## src/displayPkg.sv

```systemverilog
`default_nettype none

package displayPkg;

  // frame buffer geometry
  localparam int FB_WORDS = 16;
  localparam int FB_ADDR_W = 4;

  // two bytes go out per pixel word
  localparam int FRAME_BYTES = 2 * FB_WORDS;
  localparam int BYTE_IDX_W = $clog2(FRAME_BYTES + 1);

  // panel reset low time, reused as the settle time after release
  localparam int RESET_CYCLES = 16;
  localparam int DELAY_W = $clog2(RESET_CYCLES);

  // frame period in clock cycles
  localparam int FRAME_CYCLES = 4000;
  localparam int FRAME_CNT_W = $clog2(FRAME_CYCLES);

  // serial clock half period in clock cycles
  localparam int SCK_HALF = 2;
  // divider also holds SCK_HALF itself for the setup cycle
  localparam int SCK_DIV_W = $clog2(SCK_HALF + 1);

  // init command table
  localparam int INIT_COUNT = 6;
  localparam int CMD_IDX_W = $clog2(INIT_COUNT + 1);

  // display off, remap with its argument, start line with its argument, display on
  localparam logic [7:0] INIT_CMDS [INIT_COUNT] = '{
    8'hAE,
    8'hA0,
    8'h72,
    8'hA1,
    8'h00,
    8'hAF
  };

endpackage

`default_nettype wire
```

## src/displayCtrl.sv

```systemverilog
`timescale 1ns/1ps
`default_nettype none

module displayCtrl
  import displayPkg::*;
(
  input  logic                 clk_i,
  input  logic                 rstN_i,

  // host write port
  input  logic                 wrReq_i,
  input  logic [FB_ADDR_W-1:0] wrAddr_i,
  input  logic [15:0]          wrData_i,
  output logic                 wrAck_o,

  // panel pins
  output logic                 sdo_o,
  output logic                 sck_o,
  output logic                 csN_o,
  output logic                 dc_o,
  output logic                 resN_o,

  output logic                 frameStart_o
);

  logic [FB_ADDR_W-1:0] rdAddr;
  logic [15:0]          rdData;
  logic                 frameTick;
  logic                 timerStart;
  logic                 txStart;
  logic [7:0]           txByte;
  logic                 txDc;
  logic                 txBusy;

  frameBuffer i_frameBuffer (
    .clk_i    (clk_i),
    .rstN_i   (rstN_i),
    .wrReq_i  (wrReq_i),
    .wrAddr_i (wrAddr_i),
    .wrData_i (wrData_i),
    .wrAck_o  (wrAck_o),
    .rdAddr_i (rdAddr),
    .rdData_o (rdData)
  );

  frameTimer i_frameTimer (
    .clk_i   (clk_i),
    .rstN_i  (rstN_i),
    .start_i (timerStart),
    .tick_o  (frameTick)
  );

  displaySequencer i_displaySequencer (
    .clk_i        (clk_i),
    .rstN_i       (rstN_i),
    .frameTick_i  (frameTick),
    .timerStart_o (timerStart),
    .txBusy_i     (txBusy),
    .txStart_o    (txStart),
    .txByte_o     (txByte),
    .txDc_o       (txDc),
    .rdAddr_o     (rdAddr),
    .rdData_i     (rdData),
    .resN_o       (resN_o),
    .frameStart_o (frameStart_o)
  );

  spiTx i_spiTx (
    .clk_i   (clk_i),
    .rstN_i  (rstN_i),
    .start_i (txStart),
    .byte_i  (txByte),
    .dc_i    (txDc),
    .busy_o  (txBusy),
    .sdo_o   (sdo_o),
    .sck_o   (sck_o),
    .csN_o   (csN_o),
    .dc_o    (dc_o)
  );

endmodule

`default_nettype wire

```

## src/displaySequencer.sv

```systemverilog
`timescale 1ns/1ps
`default_nettype none

module displaySequencer
  import displayPkg::*;
(
  input  logic                 clk_i,
  input  logic                 rstN_i,

  // frame pacing
  input  logic                 frameTick_i,
  output logic                 timerStart_o,

  // byte stream to the SPI transmitter
  input  logic                 txBusy_i,
  output logic                 txStart_o,
  output logic [7:0]           txByte_o,
  output logic                 txDc_o,

  // frame buffer read port
  output logic [FB_ADDR_W-1:0] rdAddr_o,
  input  logic [15:0]          rdData_i,

  output logic                 resN_o,
  output logic                 frameStart_o
);

  typedef enum logic [2:0] {
    StResetLow,
    StResetWait,
    StInit,
    StStream,
    StIdle
  } seqStateT;

  seqStateT              state;
  logic [DELAY_W-1:0]    delayCnt;
  logic [CMD_IDX_W-1:0]  cmdIdx;
  logic [BYTE_IDX_W-1:0] byteIdx;
  logic                  txReady;
  logic                  delayDone;

  // txBusy rises one edge after txStart, so the pulse itself blocks a reissue
  assign txReady   = ~txBusy_i & ~txStart_o;
  assign delayDone = (delayCnt == DELAY_W'(RESET_CYCLES - 1));

  // word of the next byte, valid long before the byte is issued
  assign rdAddr_o = byteIdx[FB_ADDR_W:1];

  always_ff @(posedge clk_i or negedge rstN_i) begin
    if (!rstN_i) begin
      state        <= StResetLow;
      delayCnt     <= '0;
      cmdIdx       <= '0;
      byteIdx      <= '0;
      resN_o       <= 1'b0;
      txStart_o    <= 1'b0;
      txDc_o       <= 1'b0;
      timerStart_o <= 1'b0;
      frameStart_o <= 1'b0;
    end else begin
      // pulses default low
      txStart_o    <= 1'b0;
      timerStart_o <= 1'b0;
      frameStart_o <= 1'b0;

      unique case (state)
        StResetLow: begin
          if (delayDone) begin
            resN_o   <= 1'b1;
            delayCnt <= '0;
            state    <= StResetWait;
          end else begin
            delayCnt <= delayCnt + 1'b1;
          end
        end

        // let the panel come out of reset
        StResetWait: begin
          if (delayDone) begin
            delayCnt <= '0;
            state    <= StInit;
          end else begin
            delayCnt <= delayCnt + 1'b1;
          end
        end

        StInit: begin
          if (txReady) begin
            if (cmdIdx == CMD_IDX_W'(INIT_COUNT)) begin
              // frame 0 follows init directly
              timerStart_o <= 1'b1;
              frameStart_o <= 1'b1;
              state        <= StStream;
            end else begin
              txByte_o  <= INIT_CMDS[cmdIdx];
              txDc_o    <= 1'b0;
              txStart_o <= 1'b1;
              cmdIdx    <= cmdIdx + 1'b1;
            end
          end
        end

        StStream: begin
          if (txReady) begin
            if (byteIdx == BYTE_IDX_W'(FRAME_BYTES)) begin
              // last byte is fully out
              byteIdx <= '0;
              state   <= StIdle;
            end else begin
              // low byte on even index, high byte on odd
              txByte_o  <= byteIdx[0] ? rdData_i[15:8] : rdData_i[7:0];
              txDc_o    <= 1'b1;
              txStart_o <= 1'b1;
              byteIdx   <= byteIdx + 1'b1;
            end
          end
        end

        StIdle: begin
          if (frameTick_i) begin
            frameStart_o <= 1'b1;
            state        <= StStream;
          end
        end

        default: begin
          state <= StResetLow;
        end
      endcase
    end
  end

  txStartWhenIdle: assert property (
    @(posedge clk_i) disable iff (!rstN_i)
    txStart_o |-> !txBusy_i
  );

endmodule

`default_nettype wire

```

## src/spiTx.sv

```systemverilog
`timescale 1ns/1ps
`default_nettype none

module spiTx
  import displayPkg::*;
(
  input  logic       clk_i,
  input  logic       rstN_i,

  input  logic       start_i,
  input  logic [7:0] byte_i,
  input  logic       dc_i,
  output logic       busy_o,

  // panel pins
  output logic       sdo_o,
  output logic       sck_o,
  output logic       csN_o,
  output logic       dc_o
);

  logic [7:0]           shiftQ;
  logic [2:0]           bitCnt;
  logic [SCK_DIV_W-1:0] divCnt;
  logic                 load;
  logic                 halfDone;

  assign load     = start_i & ~busy_o;
  assign halfDone = busy_o & (divCnt == '0);

  always_ff @(posedge clk_i or negedge rstN_i) begin
    if (!rstN_i) begin
      busy_o <= 1'b0;
      csN_o  <= 1'b1;
      sck_o  <= 1'b0;
      dc_o   <= 1'b0;
      bitCnt <= '0;
      divCnt <= '0;
    end else if (load) begin
      busy_o <= 1'b1;
      csN_o  <= 1'b0;
      sck_o  <= 1'b0;
      dc_o   <= dc_i;
      bitCnt <= '0;
      // first low half is one cycle longer, that is the setup cycle
      divCnt <= SCK_DIV_W'(SCK_HALF);
    end else if (busy_o) begin
      if (!halfDone) begin
        divCnt <= divCnt - 1'b1;
      end else begin
        divCnt <= SCK_DIV_W'(SCK_HALF - 1);
        if (!sck_o) begin
          // rising edge, panel samples sdo here
          sck_o <= 1'b1;
        end else begin
          sck_o <= 1'b0;
          if (bitCnt == 3'd7) begin
            busy_o <= 1'b0;
            csN_o  <= 1'b1;
          end else begin
            bitCnt <= bitCnt + 1'b1;
          end
        end
      end
    end
  end

  // msb first, next bit shows up on the falling edge
  always_ff @(posedge clk_i) begin
    if (load) begin
      shiftQ <= byte_i;
    end else if (halfDone && sck_o) begin
      shiftQ <= {shiftQ[6:0], 1'b0};
    end
  end

  assign sdo_o = csN_o ? 1'b0 : shiftQ[7];

  // the sequencer must wait for the previous byte
  noStartWhileBusy: assert property (
    @(posedge clk_i) disable iff (!rstN_i)
    start_i |-> !busy_o
  );

endmodule

`default_nettype wire

```

## src/frameTimer.sv

```systemverilog
`timescale 1ns/1ps
`default_nettype none

module frameTimer
  import displayPkg::*;
(
  input  logic clk_i,
  input  logic rstN_i,
  input  logic start_i,
  output logic tick_o
);

  logic                   running;
  logic [FRAME_CNT_W-1:0] count;
  logic                   atWrap;

  assign atWrap = (count == FRAME_CNT_W'(FRAME_CYCLES - 1));

  // counter stays parked at zero until the first start
  always_ff @(posedge clk_i or negedge rstN_i) begin
    if (!rstN_i) begin
      running <= 1'b0;
      count   <= '0;
    end else if (start_i) begin
      running <= 1'b1;
      count   <= '0;
    end else if (running) begin
      if (atWrap) begin
        count <= '0;
      end else begin
        count <= count + 1'b1;
      end
    end
  end

  // one pulse per period, at the wrap
  assign tick_o = running & atWrap;

endmodule

`default_nettype wire

```

## src/frameBuffer.sv

```systemverilog
`timescale 1ns/1ps
`default_nettype none

module frameBuffer
  import displayPkg::*;
(
  input  logic                 clk_i,
  input  logic                 rstN_i,

  // host write port, four-phase handshake
  input  logic                 wrReq_i,
  input  logic [FB_ADDR_W-1:0] wrAddr_i,
  input  logic [15:0]          wrData_i,
  output logic                 wrAck_o,

  // sequencer read port
  input  logic [FB_ADDR_W-1:0] rdAddr_i,
  output logic [15:0]          rdData_o
);

  logic [15:0] mem [FB_WORDS];
  logic        wrEn;

  // ack mirrors the request one cycle late, so a request that is high
  // while ack is still low is a fresh one
  assign wrEn = wrReq_i & ~wrAck_o;

  always_ff @(posedge clk_i or negedge rstN_i) begin
    if (!rstN_i) begin
      wrAck_o <= 1'b0;
    end else begin
      wrAck_o <= wrReq_i;
    end
  end

  // single write per request, held request does not rewrite
  always_ff @(posedge clk_i) begin
    if (wrEn) begin
      mem[wrAddr_i] <= wrData_i;
    end
  end

  // registered read, data one cycle after address
  always_ff @(posedge clk_i) begin
    rdData_o <= mem[rdAddr_i];
  end

  // ack only ever answers a request seen on the previous edge
  ackNeedsReq: assert property (
    @(posedge clk_i) disable iff (!rstN_i)
    $rose(wrAck_o) |-> $past(wrReq_i)
  );

  // a new request waits until the previous ack has cleared
  newReqAfterAckLow: assert property (
    @(posedge clk_i) disable iff (!rstN_i)
    $rose(wrReq_i) |-> !wrAck_o
  );

endmodule

`default_nettype wire

```

## config.mk

```make
export PLATFORM = sky130hd
export DESIGN_NAME = displayCtrl
export DESIGN_NICKNAME = d
export VERILOG_FILES = /design/src/displayPkg.sv /design/src/displayCtrl.sv /design/src/displaySequencer.sv /design/src/spiTx.sv /design/src/frameTimer.sv /design/src/frameBuffer.sv
export SDC_FILE = /design/constraint.sdc
export NUM_CORES = 1
export LEC_CHECK = 0
export BUFFER_PORTS_ARGS = -buffer_cell sky130_fd_sc_hd__buf_4
export CAP_MARGIN = 0
export CORE_MARGIN = 2
export CORE_UTILIZATION = 55
export DETAILED_ROUTE_END_ITERATION = 10
export HOLD_SLACK_MARGIN = 0.05
export PLACE_DENSITY_LB_ADDON = 0.1
export SKIP_CTS_REPAIR_TIMING = 1
export SLEW_MARGIN = 40
export SYNTH_ARGS = -nofsm -noshare
export SYNTH_HDL_FRONTEND = slang
export SYNTH_SLANG_ARGS = --single-unit
```

## constraint.sdc

```tcl
create_clock -name clk_i -period 2.63 [get_ports clk_i]
set_input_delay 0.3945 -clock clk_i [delete_from_list [all_inputs] [get_ports clk_i]]
set_output_delay 0.3945 -clock clk_i [all_outputs]
set_load 0.01 [all_outputs]
```

==> run summary <==
area leader, netlist = edfxtp_1
Max-slew headroom = 0.516
CTS clk-pin slew, worst paths = 0.06 ns
Crit Path Max Fanout = 12
Synth warnings = 0
number of H-tree levels = 2
main flop type after synthesis = edfxtp_1
CTS Sinks = 332
setup TNS = 0 ns
mapped cell area = 13000 µm²
Startpoint Class = flop
leak pwr = 0.00505 µW
CP cell instances = inv_1 > ha_1 > and3_1 > o2bb2ai_1 > nor2_1 > and2_1
Distinct cells, synth = 56
Data required, critical path = 2.81 ns
worst-margin pin slew = 0.723 ns
syn_nets = 740
critical path class = reg2reg
Antenna Violating Nets Remaining = 0
worst min-delay path class = in2reg
Worst path slowest cell = dfrtp_4
Hold Vio Cnt, Final = 0
drt via density = 5.95
Max stage delay on crit path = 0.57 ns
FP Rows = 56
CTS buffer count = 35
top cell type's share of synthesized area = 0.629
post-route DRC violation count = 0
DRT Pass-1 Iters = 5
placeable core area = 23300 µm²
Reg area = 9600 µm²
clock buffer depth = 3
root buf cell = clkbuf_16
Reg2Reg Setup Slack = 0.60 ns
CTS tree = yes
Synth area leaders = edfxtp_1 63%, mux4_2 11%, dfrtp_1 8.3%
f_max = 492 MHz
family with the most delay on the worst path = simple AND/OR/NAND/NOR gates
worst skew pair latency = 0.53 ns
Starting Density = 0.556
final setup fails = 0
mean routed wirelength per cell = 23.4 µm
Iteration-0 DRC Markers = 490
CP bufs+invs = 1
crit end category = flop
outcome = completed
Critical Path AT = 2.21 ns
Max IR drop VDD = 0.530 mV
vias in the first global route = 6926
Post-Layout Cell Count = 1127
Area Overhead vs Synth = 15.1%
Final Cycle Share = 0.773
Final #Nets = 814
Fill cells = 1582
Async SR Flop Fraction = 0.133
Ant. Diodes = 0
PortBufs = 29
gr usage total = 0.224
Synth Register Bits = 332
max-slew violations = 0
multi-input logic area = 3240 µm²
first-pass GRT wire length = 40600 µm
via count = 6707
Chip Width = 158 µm
GPL Wtd Cong = 0.781
placed insts = 1061
Syn Area/Cell = 18.4 µm²
antenna violations before repair = 0
clock skew = 0.0182 ns
cell with the most instances after synthesis = edfxtp_1
DIE HEIGHT = 158 µm
register area share after synthesis = 0.739
Max Cap Violations = 0
largest net degree at the start of global routing = 58
most common library cells after synthesis = 272 x edfxtp_1, 64 x mux4_2, 43 x dfrtp_1
Synth Instances = 707
Final Critical Period = 2.03 ns
number of synthesized flops with an enable pin = 272
layout cells sized above 1 = 0.270
final WL = 26400 µm
grt ovf = 0
I/O pin count = 30
hpwl dp = 16300 µm
power density over the cells = 701 nW/µm²
area of the die = 24800 µm²
RSZ-0062 raised after global routing = false
[worst paths after layout]
| kind | startpoint | end | cells past startpoint |
|---|---|---|---|
| min in group asynchronous | rstN_i | i_frameTimer.count[0] | 3 |
| setup / recovery | i_displaySequencer.byteIdx[1] | i_displaySequencer.txByte_o[5] | 6 |
| hold reg to reg | i_displaySequencer.resN_o | i_displaySequencer.resN_o | 2 |
| max in group asynchronous | rstN_i | i_displaySequencer.byteIdx[1] | 3 |
| setup reg to reg | i_displaySequencer.byteIdx[1] | i_displaySequencer.txByte_o[5] | 6 |
| hold / removal | wrData_i[12] | i_frameBuffer.mem[14][12] | 1 |
[cells in the final DEF (no fill, tap or decap), types with 3 or more instances in the layout]
cell / count
or4_1: 3
o21ai_0: 20
buf_4: 62
a22o_1: 3
dfxtp_1: 16
clkbuf_1: 11
a22oi_1: 32
xnor2_1: 4
nor2_2: 12
dfrtp_1: 41
nor3_2: 6
a31oi_1: 5
clkinv_1: 6
ha_1: 10
inv_1: 11
nand3_1: 9
and3_1: 3
edfxtp_1: 272
mux2i_1: 9
nor2_1: 22
xor2_1: 5
clkbuf_16: 36
buf_12: 5
mux4_2: 64
or3_1: 5
and2_1: 3
nand2_1: 40
a21oi_1: 12
a211oi_1: 3
mux2_2: 11
and4_1: 3
clkinv_2: 5
nand2b_1: 6
nor2b_1: 8
nor3_1: 3
nand4_1: 6
[per-layer routing]
layer	track usage	vias up	wire length (µm)
li1	-	2990	-
met1	0.298	3488	10900
met2	0.382	173	13400
met3	0.0356	56	1230
met4	0.0758	0	775
met5	0	-	0
[registers in the layout, summed over array words and instances, names as in the netlist, 2 cells and up]
signal	cells
i_frameBuffer.rdData_o	16
i_displaySequencer.cmdIdx	3
i_displaySequencer.delayCnt	4
i_displaySequencer.txByte_o	8
i_spiTx.shiftQ	8
i_displaySequencer.state	3
i_frameTimer.count	12
i_frameBuffer.mem	256
i_spiTx.bitCnt	3
i_spiTx.divCnt	2
i_displaySequencer.byteIdx	6
[where the power goes]
part / total [µW] / switching, µW / internal (µW) / leakage, µW
Clock: 4610 / 1930 / 2680 / 0.000526
Combinational: 148 / 106 / 42.1 / 0.00138
Sequential: 5720 / 7.08 / 5720 / 0.00315
[metrics by stage]
| stage | setup WS [ns] | hold WS [ns] | utilization | total power [µW] | cell area, µm² |
|---|---|---|---|---|---|
| floorplan | 0.0294 | 0.0989 | - | 5860 | 13000 |
| global placement | 0.638 | 0.448 | 0.593 | 5970 | 13800 |
| detailed placement | 0.586 | 0.453 | 0.593 | 5980 | 13800 |
| CTS | 0.558 | -0.0123 | 0.640 | 10600 | 14900 |
| global route | 0.422 | 0.175 | 0.640 | 10800 | 14900 |
| finish | 0.597 | 0.160 | 0.640 | 10500 | 14900 |
[cell type report]
type | instances | share of cell area
well taps | 319 | 0.0267
clock buffers | 49 | 0.0649
repair buffers | 69 | 0.0392
clock inverters | 15 | 0.00737
inverters | 11 | 0.00276
flip-flops and latches | 332 | 0.642
multi-input cells | 332 | 0.217
[cells by family (layout without fill, tap and decap cells)]
group | Yosys count | in the layout | share of synthesized area
adders and majority gates | 10 | 10 | 0.00964
xor gates and xnor gates | 9 | 9 | 0.00607
AOI/OAI and AO/OA | 90 | 90 | 0.0468
and+or+nand+nor | 139 | 139 | 0.0557
buffers and inverters | 43 | 144 | 0.0155
muxes | 84 | 84 | 0.128
DFF | 332 | 332 | 0.739
Power figures use the tool's default switching activity.
